### config.mk
export PLATFORM = sky130hd
export DESIGN_NAME = dispatch_stage
export DESIGN_NICKNAME = d
export VERILOG_FILES = /design/src/rtl/dispatch_pkg.sv /design/src/rtl/instr_field_decode.sv /design/src/rtl/operand_forward.sv /design/src/rtl/issue_gate.sv /design/src/rtl/dispatch_stage.sv
export VERILOG_INCLUDE_DIRS = /design/src /design/src/rtl
export SDC_FILE = /design/constraint.sdc
export NUM_CORES = 1
export LEC_CHECK = 0
export ABC_CLOCK_PERIOD_IN_PS = 2950
export BUFFER_PORTS_ARGS = -buffer_cell sky130_fd_sc_hd__buf_4
export CELL_PAD_IN_SITES_DETAIL_PLACEMENT = 0
export CELL_PAD_IN_SITES_GLOBAL_PLACEMENT = 2
export CORE_AREA = 2 2 199 201
export DETAILED_ROUTE_END_ITERATION = 10
export DIE_AREA = 0 0 201 203
export PLACE_DENSITY = 0.7
export SYNTH_ARGS = -nofsm -noshare
export SYNTH_HDL_FRONTEND = slang
export SYNTH_SLANG_ARGS = --single-unit
### constraint.sdc
create_clock -name vclk -period 2.95
set_input_delay 0.295 -clock vclk [all_inputs]
set_output_delay 0.295 -clock vclk [all_outputs]
set_load 0.02 [all_outputs]
### src/rtl/dispatch_consts.svh
`ifndef DISPATCH_CONSTS_SVH
`define DISPATCH_CONSTS_SVH

// datapath and pc width
`define XLEN 32

// architectural register index
`define REG_ADDR_W 5

// ROB sizing, tag is log2 of the depth
`define ROB_DEPTH 8
`define ROB_TAG_W $clog2(`ROB_DEPTH)

// instruction field widths
`define OPCODE_W 7
`define FUNCT3_W 3
`define FUNCT7_W 7

// funct7 of op-reg that selects the M extension
`define FUNCT7_MULDIV 7'b0000001

// number of reservation stations fed by dispatch
`define NUM_STATIONS 4

`endif

### src/rtl/dispatch_pkg.sv
`include "dispatch_consts.svh"

package dispatch_pkg;

    typedef logic [`XLEN-1:0]       word_t;
    typedef logic [`REG_ADDR_W-1:0] reg_idx_t;
    typedef logic [`ROB_TAG_W-1:0]  rob_tag_t;

    // base opcodes of RV32IM
    typedef enum logic [`OPCODE_W-1:0] {
        op_b_lui   = 7'b0110111,
        op_b_auipc = 7'b0010111,
        op_b_jal   = 7'b1101111,
        op_b_jalr  = 7'b1100111,
        op_b_br    = 7'b1100011,
        op_b_load  = 7'b0000011,
        op_b_store = 7'b0100011,
        op_b_imm   = 7'b0010011,
        op_b_reg   = 7'b0110011
    } opcode_e;

    // funct3 of op-imm, shifts take shamt instead of the i immediate
    typedef enum logic [`FUNCT3_W-1:0] {
        arith_f3_add  = 3'b000,
        arith_f3_sll  = 3'b001,
        arith_f3_slt  = 3'b010,
        arith_f3_sltu = 3'b011,
        arith_f3_xor  = 3'b100,
        arith_f3_sr   = 3'b101,
        arith_f3_or   = 3'b110,
        arith_f3_and  = 3'b111
    } arith_f3_e;

    typedef enum logic [2:0] {
        st_none,
        st_alu,
        st_mul_div,
        st_load_store,
        st_branch
    } station_e;

    typedef struct packed {
        word_t instr;
        word_t pc;
        word_t pc_next;
    } fetch_pkt_t;

    typedef struct packed {
        rob_tag_t tag;
        word_t    data;
        logic     ready;
    } rat_read_t;

    typedef struct packed {
        logic     valid;
        rob_tag_t tag;
        word_t    value;
    } commit_t;

    typedef struct packed {
        rob_tag_t tag;
        word_t    data;
        logic     ready;
    } operand_t;

    typedef struct packed {
        logic alu;
        logic mul_div;
        logic load_store;
        logic branch;
    } station_full_t;

    typedef struct packed {
        logic alu;
        logic mul_div;
        logic load_store;
        logic branch;
    } station_valid_t;

    typedef struct packed {
        station_e station;
        logic     legal;
        logic     uses_rs1;
        logic     uses_rs2;
        logic     writes_rd;
        logic     a_is_pc;
        logic     b_is_imm;
        logic     needs_load_queue;
        logic     needs_store_queue;
        logic     pc_next_valid;
        word_t    imm;
    } decoded_t;

    typedef struct packed {
        word_t    instr;
        rob_tag_t tag_dest;
        operand_t src_a;
        operand_t src_b;
        word_t    imm;
        word_t    pc;
    } rs_entry_t;

    typedef struct packed {
        word_t    instr;
        reg_idx_t rs1;
        reg_idx_t rs2;
        reg_idx_t rd;
        logic     regf_we;
        word_t    pc;
        word_t    pc_next;
        logic     pc_next_valid;
    } rob_entry_t;

endpackage

### src/rtl/instr_field_decode.sv
`include "dispatch_consts.svh"

module instr_field_decode
    import dispatch_pkg::*;
(
    input  word_t    instr,
    output decoded_t dec,
    output reg_idx_t rs1_idx,
    output reg_idx_t rs2_idx,
    output reg_idx_t rd_idx
);

    opcode_e              opcode;
    arith_f3_e            funct3;
    logic [`FUNCT7_W-1:0] funct7;
    logic                 is_shift;

    word_t i_imm;
    word_t s_imm;
    word_t b_imm;
    word_t u_imm;
    word_t j_imm;
    word_t shamt;

    assign opcode = opcode_e'(instr[6:0]);
    assign funct3 = arith_f3_e'(instr[14:12]);
    assign funct7 = instr[31:25];

    // immediates, all sign extended from bit 31 except u and shamt
    assign i_imm = {{20{instr[31]}}, instr[31:20]};
    assign s_imm = {{20{instr[31]}}, instr[31:25], instr[11:7]};
    assign b_imm = {{19{instr[31]}}, instr[31], instr[7], instr[30:25], instr[11:8], 1'b0};
    assign u_imm = {instr[31:12], 12'h000};
    assign j_imm = {{11{instr[31]}}, instr[31], instr[19:12], instr[20], instr[30:21], 1'b0};
    assign shamt = {{(`XLEN-5){1'b0}}, instr[24:20]};

    assign is_shift = (funct3 == arith_f3_sll) || (funct3 == arith_f3_sr);

    always_comb begin
        dec               = '0;
        dec.station       = st_none;
        dec.pc_next_valid = 1'b1;

        unique case (opcode)
            op_b_lui: begin
                dec.legal     = 1'b1;
                dec.station   = st_alu;
                dec.writes_rd = 1'b1;
                dec.b_is_imm  = 1'b1;
                dec.imm       = u_imm;
            end
            op_b_auipc: begin
                // pc + upper immediate, pc enters as operand a
                dec.legal     = 1'b1;
                dec.station   = st_alu;
                dec.writes_rd = 1'b1;
                dec.a_is_pc   = 1'b1;
                dec.b_is_imm  = 1'b1;
                dec.imm       = u_imm;
            end
            op_b_jal: begin
                dec.legal         = 1'b1;
                dec.station       = st_branch;
                dec.writes_rd     = 1'b1;
                dec.pc_next_valid = 1'b0;
                dec.imm           = j_imm;
            end
            op_b_jalr: begin
                dec.legal         = 1'b1;
                dec.station       = st_branch;
                dec.uses_rs1      = 1'b1;
                dec.writes_rd     = 1'b1;
                dec.pc_next_valid = 1'b0;
                dec.imm           = i_imm;
            end
            op_b_br: begin
                // compares rs1 with rs2, no destination
                dec.legal         = 1'b1;
                dec.station       = st_branch;
                dec.uses_rs1      = 1'b1;
                dec.uses_rs2      = 1'b1;
                dec.pc_next_valid = 1'b0;
                dec.imm           = b_imm;
            end
            op_b_load: begin
                dec.legal            = 1'b1;
                dec.station          = st_load_store;
                dec.uses_rs1         = 1'b1;
                dec.writes_rd        = 1'b1;
                dec.needs_load_queue = 1'b1;
                dec.imm              = i_imm;
            end
            op_b_store: begin
                dec.legal             = 1'b1;
                dec.station           = st_load_store;
                dec.uses_rs1          = 1'b1;
                dec.uses_rs2          = 1'b1;
                dec.needs_store_queue = 1'b1;
                dec.imm               = s_imm;
            end
            op_b_imm: begin
                dec.legal     = 1'b1;
                dec.station   = st_alu;
                dec.uses_rs1  = 1'b1;
                dec.writes_rd = 1'b1;
                dec.b_is_imm  = 1'b1;
                dec.imm       = is_shift ? shamt : i_imm;
            end
            op_b_reg: begin
                // mul and div share the opcode, funct7 picks the unit
                dec.legal     = 1'b1;
                dec.station   = (funct7 == `FUNCT7_MULDIV) ? st_mul_div : st_alu;
                dec.uses_rs1  = 1'b1;
                dec.uses_rs2  = 1'b1;
                dec.writes_rd = 1'b1;
            end
            default: begin
                dec.legal   = 1'b0;
                dec.station = st_none;
            end
        endcase
    end

    // indices of unused registers read as x0
    assign rs1_idx = dec.uses_rs1  ? instr[19:15] : '0;
    assign rs2_idx = dec.uses_rs2  ? instr[24:20] : '0;
    assign rd_idx  = dec.writes_rd ? instr[11:7]  : '0;

    a_station_legal: assert final ((dec.station == st_none) == !dec.legal)
        else $error("instr_field_decode: station %s with legal %b",
                    dec.station.name(), dec.legal);

endmodule

### src/rtl/operand_forward.sv
module operand_forward
    import dispatch_pkg::*;
(
    input  logic      use_reg,
    input  rat_read_t rat,
    input  commit_t   commit,
    input  word_t     fixed_value,
    output operand_t  opnd
);

    logic commit_hit;

    // value retiring this cycle for the tag we are still waiting on
    assign commit_hit = commit.valid && (commit.tag == rat.tag) && !rat.ready;

    always_comb begin
        if (!use_reg) begin
            opnd.tag   = '0;
            opnd.data  = fixed_value;
            opnd.ready = 1'b1;
        end else if (commit_hit) begin
            opnd.tag   = '0;
            opnd.data  = commit.value;
            opnd.ready = 1'b1;
        end else begin
            // still pending, or already valid in the register file
            opnd.tag   = rat.tag;
            opnd.data  = rat.data;
            opnd.ready = rat.ready;
        end
    end

    a_fixed_ready: assert final (use_reg !== 1'b0 || opnd.ready === 1'b1)
        else $error("operand_forward: fixed operand sent without ready");

endmodule

### src/rtl/issue_gate.sv
module issue_gate
    import dispatch_pkg::*;
(
    input  logic           iq_valid,
    input  decoded_t       dec,
    input  station_full_t  full,
    input  logic           rob_full,
    input  logic           lsq_full,
    input  logic           lsq_load_rs_full,
    output logic           iq_issue,
    output station_valid_t valid,
    output logic           rob_valid
);

    logic target_full;
    logic lsq_block;
    logic issue;

    // full flag of the station this instruction goes to
    always_comb begin
        unique case (dec.station)
            st_alu:        target_full = full.alu;
            st_mul_div:    target_full = full.mul_div;
            st_load_store: target_full = full.load_store;
            st_branch:     target_full = full.branch;
            default:       target_full = 1'b1;
        endcase
    end

    // loads also need room in the load side of the lsq
    assign lsq_block = ((dec.needs_load_queue || dec.needs_store_queue) && lsq_full)
                     || (dec.needs_load_queue && lsq_load_rs_full);

    assign issue = iq_valid && dec.legal && !target_full && !rob_full && !lsq_block;

    always_comb begin
        valid = '0;
        if (issue) begin
            unique case (dec.station)
                st_alu:        valid.alu        = 1'b1;
                st_mul_div:    valid.mul_div    = 1'b1;
                st_load_store: valid.load_store = 1'b1;
                st_branch:     valid.branch     = 1'b1;
                default:       valid            = '0;
            endcase
        end
    end

    assign iq_issue  = issue;
    // rob entry only when the instruction actually leaves the queue
    assign rob_valid = issue;

    a_one_station: assert final ($isunknown({valid, rob_valid, iq_issue})
                                 || ($onehot0(valid)
                                     && ((|valid) == rob_valid)
                                     && (rob_valid == iq_issue)))
        else $error("issue_gate: station valids %b with rob_valid %b, iq_issue %b",
                    valid, rob_valid, iq_issue);

endmodule

### src/rtl/dispatch_stage.sv
module dispatch_stage
    import dispatch_pkg::*;
(
    // instruction queue
    input  fetch_pkt_t     fetch,
    input  logic           iq_valid,
    output logic           iq_issue,

    // register file
    input  rat_read_t      rat_rs1,
    input  rat_read_t      rat_rs2,
    input  rob_tag_t       rd_tag,
    output reg_idx_t       rs1_idx,
    output reg_idx_t       rs2_idx,

    // rob
    input  commit_t        commit,
    input  logic           rob_full,
    output logic           rob_valid,
    output rob_entry_t     rob_entry,

    // reservation stations and lsq
    input  station_full_t  full,
    input  logic           lsq_full,
    input  logic           lsq_load_rs_full,
    output station_valid_t rs_valid,
    output rs_entry_t      rs_entry
);

    decoded_t dec;
    reg_idx_t rd_idx;
    word_t    fixed_a;
    word_t    fixed_b;
    operand_t opnd_a;
    operand_t opnd_b;

    instr_field_decode u_decode (
        .instr   (fetch.instr),
        .dec     (dec),
        .rs1_idx (rs1_idx),
        .rs2_idx (rs2_idx),
        .rd_idx  (rd_idx)
    );

    // values used when a source is not a register
    assign fixed_a = dec.a_is_pc  ? fetch.pc : '0;
    assign fixed_b = dec.b_is_imm ? dec.imm  : '0;

    operand_forward a_fwd (
        .use_reg     (dec.uses_rs1),
        .rat         (rat_rs1),
        .commit      (commit),
        .fixed_value (fixed_a),
        .opnd        (opnd_a)
    );

    operand_forward b_fwd (
        .use_reg     (dec.uses_rs2),
        .rat         (rat_rs2),
        .commit      (commit),
        .fixed_value (fixed_b),
        .opnd        (opnd_b)
    );

    issue_gate u_gate (
        .iq_valid         (iq_valid),
        .dec              (dec),
        .full             (full),
        .rob_full         (rob_full),
        .lsq_full         (lsq_full),
        .lsq_load_rs_full (lsq_load_rs_full),
        .iq_issue         (iq_issue),
        .valid            (rs_valid),
        .rob_valid        (rob_valid)
    );

    // entry payloads, qualified by rs_valid and rob_valid
    always_comb begin
        rs_entry.instr    = fetch.instr;
        rs_entry.tag_dest = rd_tag;
        rs_entry.src_a    = opnd_a;
        rs_entry.src_b    = opnd_b;
        rs_entry.imm      = dec.imm;
        rs_entry.pc       = fetch.pc;
    end

    always_comb begin
        rob_entry.instr         = fetch.instr;
        rob_entry.rs1           = rs1_idx;
        rob_entry.rs2           = rs2_idx;
        rob_entry.rd            = rd_idx;
        rob_entry.regf_we       = dec.writes_rd;
        rob_entry.pc            = fetch.pc;
        rob_entry.pc_next       = fetch.pc_next;
        // jumps and branches resolve their next pc later
        rob_entry.pc_next_valid = dec.pc_next_valid;
    end

endmodule

==> results.md <==
* Warning count from the yosys run at 0
* Synth Instances at 558
* Syn_area_per_cell at 6.74 sq um
* Antenna-violating nets left at 0
* Maxcap violations at 0
* Core ar. at 38500 sq um
* Sequential area share after synthesis at 0
* Final period util at 0.915
* CP arrival at 2.40 ns
* Number of global-route vias before repair at 4644
* Met2 WL at 13.7 mm
* Total grt overflow at 0
* Clock group share of total power at 0
* Crit Path Class: in -> out
* Worst Setup Start Kind: input pin
* Net Switching at 454 uW
* Average wire per standard cell at 20.5 um
* Pre-CTS setup slack at 0.182 ns
* Detailed-route wire length at 27.4 mm
* First-pass GRT wire length at 36.7 mm
* Fin Setup TNS at 0 ns
* FP Rows at 72
* Met1 wire length at 11.9 mm
* Max_slew headroom at 0.562
* Hold path cells at 0
* Die X at 201 um
* Tmin final at 2.70 ns
* Final #Nets at 1035
* Fillers at 4432
* Placer congestion estimate at 0.932
* Flop pwr share at 0
* Top routing layer in use: met4
* GRT Overall Usage at 0.124
* Final worst slack at 0.250 ns
* Power per standard cell area at 129 nW/um^2
* Seq_cells at 0
* Switch share at 0.543
* WL met3 at 1.51 mm
* Synth area leaders: buf_4 (36%), mux2i_1 (14%), nand2_1 (8.5%), o21ai_0 (5.2%), and2_1 (3.2%)
* Post-synth top area share at 0.361
* Cell taking the most area after synthesis: buf_4
* Clock buffer count at 0
* Initial DRC Count at 364
* Crit. End Element: output port
* Status: completed
* Worst endpoint required time at 2.65 ns
* Port bufs at 445
* Sequential cell area at 0 sq um
* Vias/cell at 3.62
* Setup Buffers After CTS at 0
* Worst Tran Pin Value at 0.652 ns
* Via count at 4840
* Hold wc startpoint: fetch[16]
* Area added between synthesis and finish at 71.9%
* Worst Path Max Fanout at 21
* Final Hold Fails at 0
* Crit path launch: rat_rs2[33]
* Initial Util at 0.0978
* Comb pwr share at 1.000
* Total Die Area at 40800 sq um
* Slew Viols, Final at 0
* Final instance area at 6470 sq um
* RSZ-0062 raised after global routing: no
* Layout cells sized above 1 at 0.593
* Worst hold path class: in -> out
* Fmax at 370 MHz
* Mapped Nets at 773
* Ports at 515
* Maximum vdd ir drop at 57.1 uV
* Hpwl dp at 23.6 mm
* Antenna violations before repair at 2
* 1st-pass router iterations at 4
* Mapped Area at 3760 sq um
* Drt drc at 0
* Netlist cell types at 55
* Fin cells at 1338
* CTS resizes at 0
* Largest net degree at the start of global routing at 36
* Power, Total at 835 uW
* Die Span Y at 203 um
* Pint at 381 uW
* # setup viols final at 0
* Area after DPL at 6460 sq um
* Hold-fix buffers at CTS at 0
* Leakage power at 0.00333 uW
* Placed Cells at 1336
cells by family after synthesis:
logic type      Yosys count  synth area share
compound gates           97             0.157
xor+xnor                  6            0.0140
buf+inv                 203             0.390
mux                      64             0.174
simple gates            188             0.266
cell usage after synthesis, drive strengths merged, types with 3 or more instances:
master / count
and2: 19
nand4: 4
xnor2: 6
buf: 194
o22ai: 8
a21oi: 16
nand2b: 3
nor4: 5
mux2: 10
nand2: 86
clkbuf: 8
nand3b: 13
a21o: 9
mux2i: 54
nor2b: 4
and3: 11
o2bb2ai: 3
nor2: 23
o21ai: 44
nor3: 6
nor3b: 3
a22o: 4
critical path, cell delays in order:
cell     delay (ns)
buf_4          0.12
xnor2_1        0.36
nand4_4        0.57
buf_4          0.38
mux2_2         0.30
a32o_1         0.21
buf_4          0.16
worst paths after layout:
kind  slack, ns             to
min        0.59  rob_entry[17]
max        0.25   rs_entry[75]
cell type report:
class	instances	area (sq um)	share of cell area
Antenna cell	2	5.00	0.000774
Inverter	1	3.75	0.000580
Multi-Input combinational cell	355	2310	0.356
Tap cell	518	648	0.100
Timing Repair Buffer	462	3510	0.542
placed cells by master, fill, tap and decap left out, types with 2 or more instances in the layout:
cell       count
nand2b_1       2
and2_1        19
diode_2        2
mux2_2        10
o21ai_0       39
or2_2          2
o21ai_1        5
and3b_1        2
a22o_1         4
a21oi_1       16
buf_12         3
nor2b_1        4
a32o_1         2
a21o_1         9
a211o_1        2
nand2_1       85
and3_1        10
nor2_1        21
o22ai_1        8
o2bb2ai_1      3
nor3_1         5
nor4_1         3
buf_4        459
mux2i_1       54
nand3b_1      12
nor3b_1        3
xnor2_1        6
nand4_1        3
or3_1          2
nand3_1        2
power groups by stage:
stage | clock network [uW] | registers (uW) | logic, uW
2_1_floorplan | 0 | 0 | 513
3_3_place_gp | 0 | 0 | 851
3_5_place_dp | 0 | 0 | 850
4_1_cts | 0 | 0 | 852
5_1_grt | 0 | 0 | 887
6_report | 0.0000862 | 0 | 835
stage by stage:
stage / utilization / hold WS, ns
after floorplan: - / 0.679
final: 0.168 / 0.590
after global routing: 0.168 / 0.590
after global placement: 0.168 / 0.590
after CTS: 0.168 / 0.590
after detailed placement: 0.168 / 0.590
layer usage:
layer | GRT usage | vias up
li1 | - | 2266
met4 | 0.0130 | 0
met5 | 0 | -
met2 | 0.225 | 276
met3 | 0.0173 | 15
met1 | 0.160 | 2283
No activity file was read; power rests on OpenSTA's default activity.
